$ cat config.mk
export PLATFORM = sky130hd
export DESIGN_NAME = mac
export DESIGN_NICKNAME = d
export VERILOG_FILES = /design/src/logic/mac_pkg.sv /design/src/logic/mac_crc32.sv /design/src/logic/mac_tx_top.sv /design/src/logic/mac_rx_top.sv /design/src/logic/mac.sv
export VERILOG_INCLUDE_DIRS = /design/src /design/src/logic
export SDC_FILE = /design/constraint.sdc
export NUM_CORES = 1
export LEC_CHECK = 0
export BUFFER_PORTS_ARGS = -buffer_cell sky130_fd_sc_hd__buf_4
export CORE_MARGIN = 1
export CORE_UTILIZATION = 34
export CTS_BUF_LIST = sky130_fd_sc_hd__clkbuf_4
export DETAILED_ROUTE_END_ITERATION = 10
export SYNTH_ARGS = -nofsm -noshare
export SYNTH_HDL_FRONTEND = slang
export SYNTH_SLANG_ARGS = --single-unit
$ cat constraint.sdc
create_clock -name e_grxc -period 3.2 [get_ports e_grxc]
set_input_delay 0.48 -clock e_grxc [delete_from_list [all_inputs] [get_ports e_grxc]]
set_output_delay 0.48 -clock e_grxc [all_outputs]
set_load 0.02 [all_outputs]
$ cat src/logic/mac_consts.svh
`ifndef MAC_CONSTS_SVH
`define MAC_CONSTS_SVH

//////////////////////////////
// Station addressing.
//////////////////////////////

`define MAC_SRC_ADDR        48'hF5DB0A3EBE79   // Our own address, also the RX filter.
`define MAC_DST_ADDR        48'hFFFFFFFFFFFF   // TX frames all go out as broadcast.

//////////////////////////////
// Framing.
//////////////////////////////

`define MAC_PREAMBLE_BYTE   8'h55
`define MAC_SFD_BYTE        8'hD5
`define MAC_MAX_DLEN        64                 // Largest payload, sets the RX buffer depth.

// Register value left behind once a good FCS has been shifted through.
`define MAC_CRC_RESIDUE     32'hDEBB20E3

`endif

$ cat src/logic/mac_pkg.sv
package mac_pkg;

    //////////////////////////////
    // FSM encodings.
    //////////////////////////////

    typedef enum logic [2:0] {
        TX_IDLE,
        TX_PREAMBLE,
        TX_HEADER,
        TX_PAYLOAD,
        TX_FCS,
        TX_DONE
    } tx_state_t;

    typedef enum logic [2:0] {
        RX_IDLE,
        RX_PREAMBLE,
        RX_HEADER,
        RX_PAYLOAD,
        RX_CHECK,
        RX_HOLD
    } rx_state_t;

    //////////////////////////////
    // CRC-32, reflected, one byte per call.
    //////////////////////////////

    function automatic logic [31:0] crc32_step(input logic [31:0] crc, input logic [7:0] data);
        logic [31:0] c;
        c = crc ^ {24'h000000, data};
        for (int i = 0; i < 8; i++) begin
            c = c[0] ? ((c >> 1) ^ 32'hEDB88320) : (c >> 1);
        end
        return c;
    endfunction

endpackage

$ cat src/logic/mac_crc32.sv
`include "mac_consts.svh"

// Running FCS register. The caller complements the result itself when it
// sends the FCS; the receiver just compares against the fixed residue.
module mac_crc32 (
    input  logic        clk,
    input  logic        rst_n,
    input  logic        clear,
    input  logic        en,
    input  logic [7:0]  data,
    output logic [31:0] crc,
    output logic        residue_ok
);

    always_ff @(posedge clk or negedge rst_n) begin
        if (!rst_n) begin
            crc <= 32'hFFFFFFFF;
        end else if (clear) begin
            crc <= 32'hFFFFFFFF;                       // Clear wins over en.
        end else if (en) begin
            crc <= mac_pkg::crc32_step(crc, data);
        end
    end

    assign residue_ok = (crc == `MAC_CRC_RESIDUE);

endmodule

$ cat src/logic/mac_tx_top.sv
`include "mac_consts.svh"

module mac_tx_top (
    input  logic        clk,
    input  logic        rst_n,
    input  logic        fs,
    input  logic [15:0] mac_mode,
    input  logic [15:0] data_len,
    input  logic [7:0]  fifo_rxd,
    output logic        fd,
    output logic        fifo_rxen,
    output logic [7:0]  txd,
    output logic        txen
);

    mac_pkg::tx_state_t state;
    logic [15:0]  cnt;            // Byte index inside the current section.
    logic [111:0] hdr;
    logic [111:0] hdr_shift;
    logic [7:0]   hdr_byte;
    logic [31:0]  crc;
    logic [31:0]  crc_shift;
    logic [7:0]   fcs_byte;
    logic [7:0]   crc_data;
    logic         crc_clear;
    logic         crc_en;

    //////////////////////////////
    // Header and FCS byte select.
    //////////////////////////////

    assign hdr       = {`MAC_DST_ADDR, `MAC_SRC_ADDR, mac_mode};
    assign hdr_shift = hdr << {cnt[3:0], 3'b000};
    assign hdr_byte  = hdr_shift[111:104];               // MSB first on the wire.

    assign crc_shift = crc >> {cnt[1:0], 3'b000};
    assign fcs_byte  = ~crc_shift[7:0];                  // FCS goes out LSB first.

    // The CRC sees each byte in the same edge that loads it into txd.
    assign crc_clear = (state == mac_pkg::TX_IDLE);
    assign crc_en    = (state == mac_pkg::TX_HEADER) || (state == mac_pkg::TX_PAYLOAD);
    assign crc_data  = (state == mac_pkg::TX_HEADER) ? hdr_byte : fifo_rxd;

    mac_crc32 crc_i (
        .clk        (clk),
        .rst_n      (rst_n),
        .clear      (crc_clear),
        .en         (crc_en),
        .data       (crc_data),
        .crc        (crc),
        .residue_ok ()
    );

    // Read strobe leads the FIFO data by one cycle, so it fires during the
    // last header byte and every payload byte except the final one.
    assign fifo_rxen = ((state == mac_pkg::TX_HEADER) && (cnt == 16'd13) &&
                        (data_len != 16'd0)) ||
                       ((state == mac_pkg::TX_PAYLOAD) && ((cnt + 16'd1) < data_len));

    //////////////////////////////
    // Frame sequencer.
    //////////////////////////////

    always_ff @(posedge clk or negedge rst_n) begin
        if (!rst_n) begin
            state <= mac_pkg::TX_IDLE;
            cnt   <= 16'd0;
            txd   <= 8'h00;
            txen  <= 1'b0;
            fd    <= 1'b0;
        end else begin
            case (state)
                mac_pkg::TX_IDLE: begin
                    if (fs) begin
                        state <= mac_pkg::TX_PREAMBLE;
                        cnt   <= 16'd1;
                        txen  <= 1'b1;
                        txd   <= `MAC_PREAMBLE_BYTE;       // First of seven.
                    end
                end
                mac_pkg::TX_PREAMBLE: begin
                    if (cnt == 16'd7) begin
                        txd   <= `MAC_SFD_BYTE;
                        cnt   <= 16'd0;
                        state <= mac_pkg::TX_HEADER;
                    end else begin
                        txd <= `MAC_PREAMBLE_BYTE;
                        cnt <= cnt + 16'd1;
                    end
                end
                mac_pkg::TX_HEADER: begin
                    txd <= hdr_byte;
                    if (cnt == 16'd13) begin
                        cnt <= 16'd0;
                        if (data_len == 16'd0) begin
                            state <= mac_pkg::TX_FCS;
                        end else begin
                            state <= mac_pkg::TX_PAYLOAD;
                        end
                    end else begin
                        cnt <= cnt + 16'd1;
                    end
                end
                mac_pkg::TX_PAYLOAD: begin
                    txd <= fifo_rxd;
                    if (cnt == (data_len - 16'd1)) begin
                        cnt   <= 16'd0;
                        state <= mac_pkg::TX_FCS;
                    end else begin
                        cnt <= cnt + 16'd1;
                    end
                end
                mac_pkg::TX_FCS: begin
                    txd <= fcs_byte;
                    if (cnt == 16'd3) begin
                        cnt   <= 16'd0;
                        state <= mac_pkg::TX_DONE;
                    end else begin
                        cnt <= cnt + 16'd1;
                    end
                end
                mac_pkg::TX_DONE: begin
                    txen <= 1'b0;
                    txd  <= 8'h00;
                    // fd waits one cycle behind txen, then for the host to let go of fs.
                    if (!txen && !fd) begin
                        fd <= 1'b1;
                    end else if (fd && !fs) begin
                        fd    <= 1'b0;
                        state <= mac_pkg::TX_IDLE;
                    end
                end
                default: state <= mac_pkg::TX_IDLE;
            endcase
        end
    end

    a_no_txen_with_fd: assert property (@(posedge clk) disable iff (!rst_n) !(txen && fd));

endmodule

$ cat src/logic/mac_rx_top.sv
`include "mac_consts.svh"

module mac_rx_top (
    input  logic        clk,
    input  logic        rst_n,
    input  logic [7:0]  rxd,
    input  logic        rxdv,
    input  logic        rxer,
    input  logic        fd,
    input  logic        fifo_rxen,
    output logic        fs,
    output logic [15:0] mac_mode,
    output logic [15:0] data_len,
    output logic [7:0]  fifo_rxd
);

    localparam int BUF_DEPTH = `MAC_MAX_DLEN + 4;      // Payload plus the FCS bytes.
    localparam int AW        = $clog2(BUF_DEPTH);

    mac_pkg::rx_state_t state;
    logic [3:0]    hdr_cnt;
    logic [15:0]   wr_cnt;          // Saturates one past BUF_DEPTH to flag an overlong frame.
    logic [AW-1:0] rd_ptr;
    logic [47:0]   dst;
    logic [15:0]   mode_r;
    logic          err;
    logic          addr_ok;
    logic          crc_ok;
    logic          frame_ok;
    logic          crc_clear;
    logic          crc_en;
    logic          buf_we;
    logic [7:0]    frame_mem [BUF_DEPTH];

    mac_crc32 crc_i (
        .clk        (clk),
        .rst_n      (rst_n),
        .clear      (crc_clear),
        .en         (crc_en),
        .data       (rxd),
        .crc        (),
        .residue_ok (crc_ok)
    );

    assign crc_clear = (state == mac_pkg::RX_IDLE) || (state == mac_pkg::RX_PREAMBLE);
    assign crc_en    = rxdv &&
                       ((state == mac_pkg::RX_HEADER) || (state == mac_pkg::RX_PAYLOAD));

    assign addr_ok  = (dst == `MAC_SRC_ADDR) || (dst == {48{1'b1}});
    assign frame_ok = addr_ok && crc_ok && !err &&
                      (wr_cnt >= 16'd4) && (wr_cnt <= 16'(BUF_DEPTH));

    assign buf_we = (state == mac_pkg::RX_PAYLOAD) && rxdv && (wr_cnt < 16'(BUF_DEPTH));

    //////////////////////////////
    // Parser and accept logic.
    //////////////////////////////

    always_ff @(posedge clk or negedge rst_n) begin
        if (!rst_n) begin
            state    <= mac_pkg::RX_IDLE;
            hdr_cnt  <= 4'd0;
            wr_cnt   <= 16'd0;
            err      <= 1'b0;
            fs       <= 1'b0;
            mac_mode <= 16'h0000;
            data_len <= 16'h0000;
        end else begin
            case (state)
                mac_pkg::RX_IDLE: begin
                    err <= rxer;
                    if (rxdv) begin
                        state <= mac_pkg::RX_PREAMBLE;
                    end
                end
                mac_pkg::RX_PREAMBLE: begin
                    if (!rxdv) begin
                        state <= mac_pkg::RX_IDLE;
                    end else begin
                        err <= err | rxer;
                        if (rxd == `MAC_SFD_BYTE) begin
                            hdr_cnt <= 4'd0;
                            state   <= mac_pkg::RX_HEADER;
                        end
                    end
                end
                mac_pkg::RX_HEADER: begin
                    if (!rxdv) begin
                        state <= mac_pkg::RX_IDLE;          // Runt, drop it.
                    end else begin
                        err     <= err | rxer;
                        hdr_cnt <= hdr_cnt + 4'd1;
                        if (hdr_cnt == 4'd13) begin
                            wr_cnt <= 16'd0;
                            state  <= mac_pkg::RX_PAYLOAD;
                        end
                    end
                end
                mac_pkg::RX_PAYLOAD: begin
                    if (!rxdv) begin
                        state <= mac_pkg::RX_CHECK;
                    end else begin
                        err <= err | rxer;
                        if (wr_cnt <= 16'(BUF_DEPTH)) begin
                            wr_cnt <= wr_cnt + 16'd1;
                        end
                    end
                end
                mac_pkg::RX_CHECK: begin
                    if (frame_ok) begin
                        fs       <= 1'b1;
                        mac_mode <= mode_r;
                        data_len <= wr_cnt - 16'd4;
                        state    <= mac_pkg::RX_HOLD;
                    end else begin
                        state <= mac_pkg::RX_IDLE;
                    end
                end
                mac_pkg::RX_HOLD: begin
                    // Anything on the wire in here is ignored, and we only
                    // leave between frames so a late one is not cut in half.
                    if (fs && fd) begin
                        fs <= 1'b0;
                    end else if (!fs && !fd && !rxdv) begin
                        state <= mac_pkg::RX_IDLE;
                    end
                end
                default: state <= mac_pkg::RX_IDLE;
            endcase
        end
    end

    // Destination and Ethertype shift in MSB first.
    always_ff @(posedge clk) begin
        if ((state == mac_pkg::RX_HEADER) && rxdv) begin
            if (hdr_cnt < 4'd6) begin
                dst <= {dst[39:0], rxd};
            end
            if (hdr_cnt >= 4'd12) begin
                mode_r <= {mode_r[7:0], rxd};
            end
        end
    end

    //////////////////////////////
    // Frame buffer.
    //////////////////////////////

    always_ff @(posedge clk) begin
        if (buf_we) begin
            frame_mem[wr_cnt[AW-1:0]] <= rxd;
        end
        if (fifo_rxen) begin
            fifo_rxd <= frame_mem[rd_ptr];
        end
    end

    always_ff @(posedge clk or negedge rst_n) begin
        if (!rst_n) begin
            rd_ptr <= '0;
        end else if ((state == mac_pkg::RX_CHECK) && frame_ok) begin
            rd_ptr <= '0;
        end else if (fifo_rxen && (rd_ptr != AW'(BUF_DEPTH - 1))) begin
            rd_ptr <= rd_ptr + 1'b1;
        end
    end

    a_no_write_while_held: assert property (@(posedge clk) disable iff (!rst_n) buf_we |-> !fs);

endmodule

$ cat src/logic/mac.sv
module mac (
    input  logic        e_grxc,
    input  logic        e_rxdv,
    input  logic [7:0]  e_rxd,
    input  logic        e_rxer,

    output logic        e_gtxc,
    output logic        e_txen,
    output logic [7:0]  e_txd,
    output logic        e_txer,
    output logic        e_rstn,

    input  logic        rst_n,
    input  logic        fs_send,
    output logic        fd_send,
    output logic        fs_recv,
    input  logic        fd_recv,

    input  logic [15:0] mac_tx_mode,
    output logic [15:0] mac_rx_mode,
    input  logic [15:0] tx_dlen,
    output logic [15:0] rx_dlen,

    input  logic        fifo_cmd_rxen,
    output logic [7:0]  fifo_cmd_rxd,
    output logic        fifo_data_rxen,
    input  logic [7:0]  fifo_data_rxd
);

    logic rx_clk;

    //////////////////////////////
    // Pin ties.
    //////////////////////////////

    assign e_gtxc = e_grxc;          // TX clock is forwarded from the PHY RX clock.
    assign rx_clk = ~e_grxc;         // Sample RX data mid-eye on the falling edge.
    assign e_txer = 1'b0;
    assign e_rstn = rst_n;

    mac_tx_top tx_i (
        .clk       (e_gtxc),
        .rst_n     (rst_n),
        .fs        (fs_send),
        .mac_mode  (mac_tx_mode),
        .data_len  (tx_dlen),
        .fifo_rxd  (fifo_data_rxd),
        .fd        (fd_send),
        .fifo_rxen (fifo_data_rxen),
        .txd       (e_txd),
        .txen      (e_txen)
    );

    mac_rx_top rx_i (
        .clk       (rx_clk),
        .rst_n     (rst_n),
        .rxd       (e_rxd),
        .rxdv      (e_rxdv),
        .rxer      (e_rxer),
        .fd        (fd_recv),
        .fifo_rxen (fifo_cmd_rxen),
        .fs        (fs_recv),
        .mac_mode  (mac_rx_mode),
        .data_len  (rx_dlen),
        .fifo_rxd  (fifo_cmd_rxd)
    );

endmodule

* Yosys cells after proc, flatten, opt, wreduce, memory -nomap -nowiden *
Memory sizes are Yosys's and may differ from the RTL's. A register that Yosys moved wholly into a read port is not among the register bits.
Index checks and enable logic that the tools add are counted.

storage, ports and cells
  logic and storage cells = 224
  output and inout bits = 55
  latch bits = 0
  memory bits (read-only) = 0
  memory bits (writable) = 544
  bits in registers = 221
  input port bits = 55
  memories kept = 1

operators by class
  reductions and logical operators = 59
  multiplexer cells = 71
  shift-type cells = 2
  magnitude comparators = 6
  bitwise operators = 20
  add/subtract/negate cells = 6
  multipliers = 0
  equal/unequal tests = 42
  divide/modulo/power cells = 0

memories
  memory          depth  bits a word  rd ports  clocked after Yosys merged registers in  write ports  line              source
  rx_i.frame_mem  68     8            1         1                                        1            mac_rx_top.sv:33  logic [7:0] frame_mem [BUF_DEPTH];

operator list
  operator                                                                 count
  32-bit two-way mux                                                       20
  13-bit NOT with 14-bit output                                            16
  16-bit two-way mux                                                       9
  112-bit by 7-bit << shifter with 112-bit output                          1
  48-bit equality test (second input constant)                             2
  16-bit one-hot mux with 5 select lines                                   1
  32-bit by 8-bit XOR with 32-bit output                                   2
  3-bit two-way mux                                                        17
  8-bit one-hot mux with 6 select lines                                    1
  3-bit one-hot mux with 6 select lines                                    2
  16-bit by 1-bit adder with 16-bit output (second input constant)         2
  32-bit equality test (second input constant)                             1
  16-bit one-hot mux with 2 select lines                                   1
  32-bit by 5-bit >> shifter with 8-bit output                             1
  8-bit two-way mux                                                        3
  2-bit inequality test (second input constant)                            12
  1-bit logical AND                                                        18
  2-bit nonzero test                                                       9
  16-bit equality test                                                     1
  16-bit by 2-bit equality test with 1-bit output (second input constant)  1
  16-bit by 3-bit equality test with 1-bit output (second input constant)  1
  16-bit by 4-bit equality test with 1-bit output (second input constant)  1
  16-bit by 3-bit >= comparator with 1-bit output (second input constant)  1
  16-bit by 7-bit <= comparator with 1-bit output (second input constant)  1
  37 further kinds                                                         82

* Longest topological paths before layout *
Gate-level depths: netlist (run 1).

  depth in word-level cells = 21
  gate-level depth with buffers = 15
  mapped depth without buffers = 13

* Hierarchy *
From an unflattened synthesis (run 1), not the netlist that was laid out.

unflattened totals
  cells, all modules = 2291
  area total of the unflattened synthesis = 34580.7 sq um

modules (own cells, without submodules)
  module      area each (sq um)  seq. area each (sq um)  cells each  times used
  mac_rx_top  26793.2            20099.3                 1473        1
  mac_crc32   2259.7             840.8                   208         2
  mac_tx_top  3238.1             725.7                   397         1
  mac         30.0               0.0                     5           1

==> flow_summary.toml, run 1 <==
[run_status]
status = "finished with violations"
violations = "setup timing"

[sta]
skew_ns = 0.111
finalSetupViolCount = 42
report.final.slew_viol_count = 0
worst-slew-pin-transition_ns = 1.01
setup_slack_ns = -1.14
period_share = 1.36
final.min_clock_period_ns = 4.34
grt_setup_unrepaired = "true"
fmax_mhz = 230
tns_ns = -20.85
finalHoldViolations = 0
timing.max_slew.rel_slack = 0.326

[final_layout]
area.growth.synth_to_final_pct = 29.7
drive_gt1_frac = 0.302
fin_util = 0.448
fin_nets = 3242

[logic_synthesis]
ys.flop_type = "edfxtp_1"
synth_seq_area_share = 0.671
synth_most_common_cell = "edfxtp_1"
ys_warn_count = 0
syn-cell-area_um2 = 33500
synth_edf_count = 616
synth_area_leaders = "edfxtp_1, mux4_2, dfstp_2"
synth_top_area_cell = "edfxtp_1"
yosys-top-cells-count = "edfxtp_1, nor2_1, mux4_2, xnor2_1, a21oi_1"
ys_seq_elements = 773
synth_area_per_cell_um2 = 16.5
syn_nets = 2119
synth_cells = 2032
synth_top_area_frac = 0.552
async_flop_share = 0.203
ys_types = 83

[critical_path]
required_ns = 2.72
path_cells = "and4_4 -> nand4_1 -> nor2_2 -> and3_4 -> nand2b_4 -> nand2_4 -> ha_4 -> a21oi_2 -> nor2b_1 -> o21ai_1 -> nand4b_1 -> buf_4 -> a41oi_2 -> a211o_1 -> buf_6"
worst-setup-path-type = "reg -> out"
worstSetupEndpointType = "primary output"
reg2reg_depth = 6
cpPeakStageDelay_ns = 0.36
critical_path_buf_inv_count = 2
crit_path_max_fanout = 3
reg2reg_slack_ns = 0.11
worstPathArrival_ns = 3.86
cp-start-kind = "flip-flop"
reg2reg_from = "rx_i.rd_ptr[0]"
crit_slowest_cell = "dfrtp_1"
cp_top_family = "simple AND/OR/NAND/NOR gates"
r2r_end = "rx_i.fifo_rxd[5]"

[detailed_routing]
dr.first_iter.drc_count = 1583
detail-route-antenna-nets = 0
wire_per_inst_um = 20.0
finalWirelength_um = 91800
dr_total_vias = 22700
drc_errors = 0
vias_per_cell = 4.93
detail_route.first_pass.iterations = 7

[floorplanning]
initial_utilization = 0.345
die-area_um2 = 99800
die_w_um = 316
num_rows = 114
die_height_um = 316
coreArea_um2 = 97100
io_pins = 110

[hold_path]
hold_path_class = "in -> reg"
min_from = "tx_dlen[7]"
hold-path-endpoint = "tx_i.cnt[11]"
min_path_cells = 6

[placement]
post-dp-hpwl_um = 57100
place_congestion = 0.856
numPortBuffers = 108

[pwr]
peakVddDrop_mv = 0.674
powerDensity_nw_per_um2 = 832
power.leakage_nw = 18.3
total_power_mw = 36.2

[global_route]
grt_first_pass_wirelength_um = 141000
grt-ovfl-total = 0
antenna_found_initial = 5
grt_usage = 0.189
grt_pass1_vias = 25200
grt_max_degree = 76

[clocking]
clk_pin_slew_ns = 0.08
clock_latency_ns = 1.09
cts_tree = "built"

[job]
maxCapViolCount = 0
-- tightest hold or removal path, stage by stage --
cell      delay (ns)
buf_4           0.11
or4_1           0.11
a2111o_1        0.14
o21ai_1         0.10
buf_12          0.16
o21ai_0         0.13
-- metrics by stage --
step                      cells  hold WS, ns  setup WS, ns  instance area, µm²
final                      4601        0.132         -1.14               43500
after global routing       4600       0.0742         -1.40               43500
after CTS                  4592       0.0131         -1.25               43400
after detailed placement   3539        0.366        -0.703               37800
after global placement     3539        0.356        -0.689               37800
after floorplan            2032        0.184        -0.598               33900
-- cell families after synthesis --
| family | synth area share |
|---|---|
| adders and majority gates | 0.0119 |
| xor gates and xnor gates | 0.0539 |
| other | 0.000112 |
| DFF | 0.671 |
| muxes | 0.140 |
| buffers and inverters | 0.0177 |
| and+or+nand+nor | 0.0650 |
| AOI/OAI and AO/OA | 0.0397 |
-- layer usage --
layer | wire [µm] | GRT usage
met3 | 7010 | 0.0637
met1 | 39500 | 0.241
met4 | 1870 | 0.0907
met2 | 43400 | 0.288
met5 | 47 | 0
-- power breakdown --
| group | leakage [nW] | switching, mW | internal [mW] |
|---|---|---|---|
| registers | 7.43 | 0.437 | 11.6 |
| logic | 5.62 | 6.08 | 6.20 |
| clock network | 5.20 | 6.54 | 5.35 |
-- state kept, by name, summed over array words and instances (netlist names), 32 cells and up --
register / cells
rx_i.frame_mem: 544
tx_i.crc_i.crc: 32
rx_i.crc_i.crc: 32
rx_i.dst: 48
-- timing repair --
item                                    CTS  global route
pin swaps                                12             1
endpoints found under the setup margin   59            49
buffers inserted                          7             2
endpoints found under the hold margin    97             0
resized for setup                        73             2
cloned                                    2             0
hold buffers                             23             0
-- cell type report --
type,instances,area [µm²]
Multi-Input combinational cell,1111,10900
Clock buffer,234,1760
Fill cell,8628,53700
Tap cell,1276,1600
Timing Repair Buffer,369,3290
Antenna cell,7,17.5
Inverter,42,158
Clock inverter,789,3270
Sequential cell,773,22500
-- cell usage in the layout, fill, tap and decap left out, types with 11 or more instances in the layout --
cell type,Yosys,routed
inv_1,42,768
edfxtp_1,616,616
buf_4,4,281
clkbuf_4,0,233
mux4_2,183,183
nor2_1,207,166
xnor2_1,116,116
a21oi_1,86,85
dfstp_2,64,64
dfrtn_1,64,64
xor2_1,58,58
nand2_1,56,51
buf_6,2,44
mux2_2,36,36
nor2_4,0,33
ha_1,32,28
dfrtp_1,29,28
nand3_1,30,27
nand4_1,26,26
dlygate4sd3_1,0,23
o21ai_0,22,21
buf_12,0,20
nor3_1,20,18
nor4_1,19,17
nor2b_1,20,17
mux2i_1,16,16
clkinv_1,0,16
and3_1,14,13
clkinvlp_2,0,12
nand2b_1,12,11
a21o_1,11,11
a31oi_1,11,11
-- worst max-delay path by stage --
stage / end / cells after the start / slack [ns] / start
CTS: fifo_data_rxen / 15 / -1.25 / tx_i.cnt[2]
detailed placement: rx_i.frame_mem[66][6] / 7 / -0.70 / e_rxdv
floorplan: rx_i.wr_cnt[8] / 11 / -0.60 / e_rxdv
global route: fifo_data_rxen / 15 / -1.40 / tx_i.cnt[2]
global placement: rx_i.frame_mem[65][6] / 8 / -0.69 / e_rxdv
finish: fifo_data_rxen / 15 / -1.14 / tx_i.cnt[4]
No activity file was read; power rests on OpenSTA's default activity.
==> run 2: changes to the inputs <==
--- a/config.mk
+++ b/config.mk
@@ -11,6 +11,7 @@
 export CORE_UTILIZATION = 34
 export CTS_BUF_LIST = sky130_fd_sc_hd__clkbuf_4
 export DETAILED_ROUTE_END_ITERATION = 10
+export PLACE_DENSITY_LB_ADDON = 0.25
 export SYNTH_ARGS = -nofsm -noshare
 export SYNTH_HDL_FRONTEND = slang
 export SYNTH_SLANG_ARGS = --single-unit
==> constraint.sdc (replaced) <==
create_clock -name e_grxc -period 3.6 [get_ports e_grxc]
set_input_delay 0.54 -clock e_grxc [delete_from_list [all_inputs] [get_ports e_grxc]]
set_output_delay 0.54 -clock e_grxc [all_outputs]
set_load 0.02 [all_outputs]
==> run 2 against run 1 <==
Against the previous run:
- the run still ends with setup timing left
- first-iteration DRC count up 12%
- power down 12%
- global-route usage up 0.24 points
- non-clock buffer count down 28
- flip-flop and latch count unchanged
- final area down 0.32%
- register-to-register slack better by 0.07 ns
- cell count down 0.30%
- hold slack worse by 0.0029 ns
- critical path type unchanged
- largest cell class unchanged
==> flow_summary.toml, run 2 (synthesis results as in run 1) <==
[run_status]
status = "finished with violations"
violations = "setup timing"

[sta]
timing.max_slew.rel_slack = 0.263
final.min_clock_period_ns = 4.32
whs_ns = 0.129
grt_setup_unrepaired = "true"
report.final.slew_viol_count = 0
skew_ns = 0.105
fmax_mhz = 232
finalHoldViolations = 0
period_share = 1.20
setup_slack_ns = -0.717
tns_ns = -13.12
worst-slew-pin-transition_ns = 1.10
finalSetupViolCount = 42

[floorplanning]
die_height_um = 316
die_w_um = 316
num_rows = 114
initial_utilization = 0.345
die-area_um2 = 99800
io_pins = 110
coreArea_um2 = 97100

[placement]
dp_slack_ns = -0.606
numPortBuffers = 108
post-dp-hpwl_um = 58300
place_congestion = 0.813

[detailed_routing]
finalWirelength_um = 93300
dr.first_iter.drc_count = 1778
wl_met3_um = 7460
drc_errors = 0
wl_met1_um = 40400
wire_per_inst_um = 20.3
routed.top_layer = "met5"
detail_route.first_pass.iterations = 5
dr_total_vias = 22500
vias_per_cell = 4.90
wl_met2_um = 43600
detail-route-antenna-nets = 0

[clocking]
clock_latency_ns = 1.08
clk_pin_slew_ns = 0.08
cts_tree = "built"

[final_layout]
nFillCells = 8779
largest_reg_flops = 544
fin_nets = 3220
final_common_cell = "inv_1"
area.growth.synth_to_final_pct = 29.3
mostFrequentLayoutCells = "inv_1, edfxtp_1, buf_4"
fin_util = 0.446
drive_gt1_frac = 0.303

[critical_path]
cp-start-kind = "flip-flop"
path_cells = "and4_4 -> nand4_1 -> nor2_1 -> and3_1 -> nand2b_4 -> nand2_4 -> ha_4 -> a21oi_2 -> nor2b_1 -> o21ai_1 -> nand4b_1 -> a2111oi_4 -> a211o_1 -> buf_6"
cpPeakStageDelay_ns = 0.35
crit_path_max_fanout = 3
worst-setup-path-type = "reg -> out"
required_ns = 3.06
worstSetupEndpointType = "primary output"
crit_slowest_cell = "dfrtp_1"
worstPathArrival_ns = 3.78

[global_route]
grt_pass1_vias = 24800
grt_first_pass_wirelength_um = 142000
grt-ovfl-total = 0
grt_usage = 0.191
antenna_found_initial = 10
grt_max_degree = 71

[job]
maxCapViolCount = 0

[pwr]
powerDensity_nw_per_um2 = 731
peakVddDrop_mv = 0.485
power.leakage_nw = 18.1

[hold_path]
hold_path_class = "in -> reg"
[run 2: final timing paths]
| check | from | cells after the start | slack, ns | end |
|---|---|---|---|---|
| max in group asynchronous | rst_n | 3 | 1.17 | rx_i.wr_cnt[0] |
| worst max-delay path | tx_i.cnt[4] | 14 | -0.72 | fifo_data_rxen |
| min in group asynchronous | rst_n | 3 | 0.35 | tx_i.cnt[7] |
| worst max register to register | tx_i.cnt[1] | 11 | 0.18 | tx_i.crc_i.crc[26] |
| worst min-delay path | tx_dlen[13] | 6 | 0.13 | tx_i.cnt[10] |
| worst min register to register | rx_i.mode_r[10] | 1 | 0.37 | rx_i.mac_mode[10] |
[run 2: timing repair]
item | in CTS | in global routing
pin swaps | 14 | 1
setup endpoints to repair | 42 | 43
setup buffers | 18 | 8
gates resized for setup | 81 | 0
hold buffers | 16 | 0
hold endpoints to repair | 60 | 0
[run 2: cell type report]
class                      instances  area, µm²  share of cell area
timing repair buffer             341       3070              0.0708
sequential                       773      22500               0.519
antenna                            8       20.0            0.000462
inverter                          42        161             0.00372
clock buffer                     237       1780              0.0410
tap                             1276       1600              0.0368
clock inverter                   799       3260              0.0752
multi-input combinational       1111      11000               0.253
[run 2: through the flow]
step	instances	total power [mW]	area [µm²]
after floorplan	2032	19.0	33900
after global placement	3503	22.0	37500
after detailed placement	3503	22.1	37500
after CTS	4571	32.1	43300
after global routing	4583	33.8	43300
final	4587	31.7	43300
[run 2: power breakdown]
| part | switching (mW) | leakage (nW) | internal (mW) |
|---|---|---|---|
| sequential | 0.406 | 7.44 | 10.3 |
| clock | 5.78 | 5.18 | 4.69 |
| combinational | 5.30 | 5.48 | 5.22 |
| total | 11.5 | 18.1 | 20.2 |
[run 2: critical path, delay by kind of cell (launching register included)]
family / cells / cell delay [ns]
AO/OA/AOI/OAI: 4 / 0.71
adder cells (fa/ha/maj): 1 / 0.22
buffers and inverters: 1 / 0.14
flip-flops: 1 / 0.35
AND/OR/NAND/NOR: 8 / 1.20
[run 2: routing by layer]
| metal | GRT usage | up-vias |
|---|---|---|
| li1 | - | 10200 |
| met1 | 0.249 | 11200 |
| met2 | 0.286 | 885 |
| met3 | 0.0676 | 133 |
| met4 | 0.0882 | 8 |
| met5 | 0 | - |
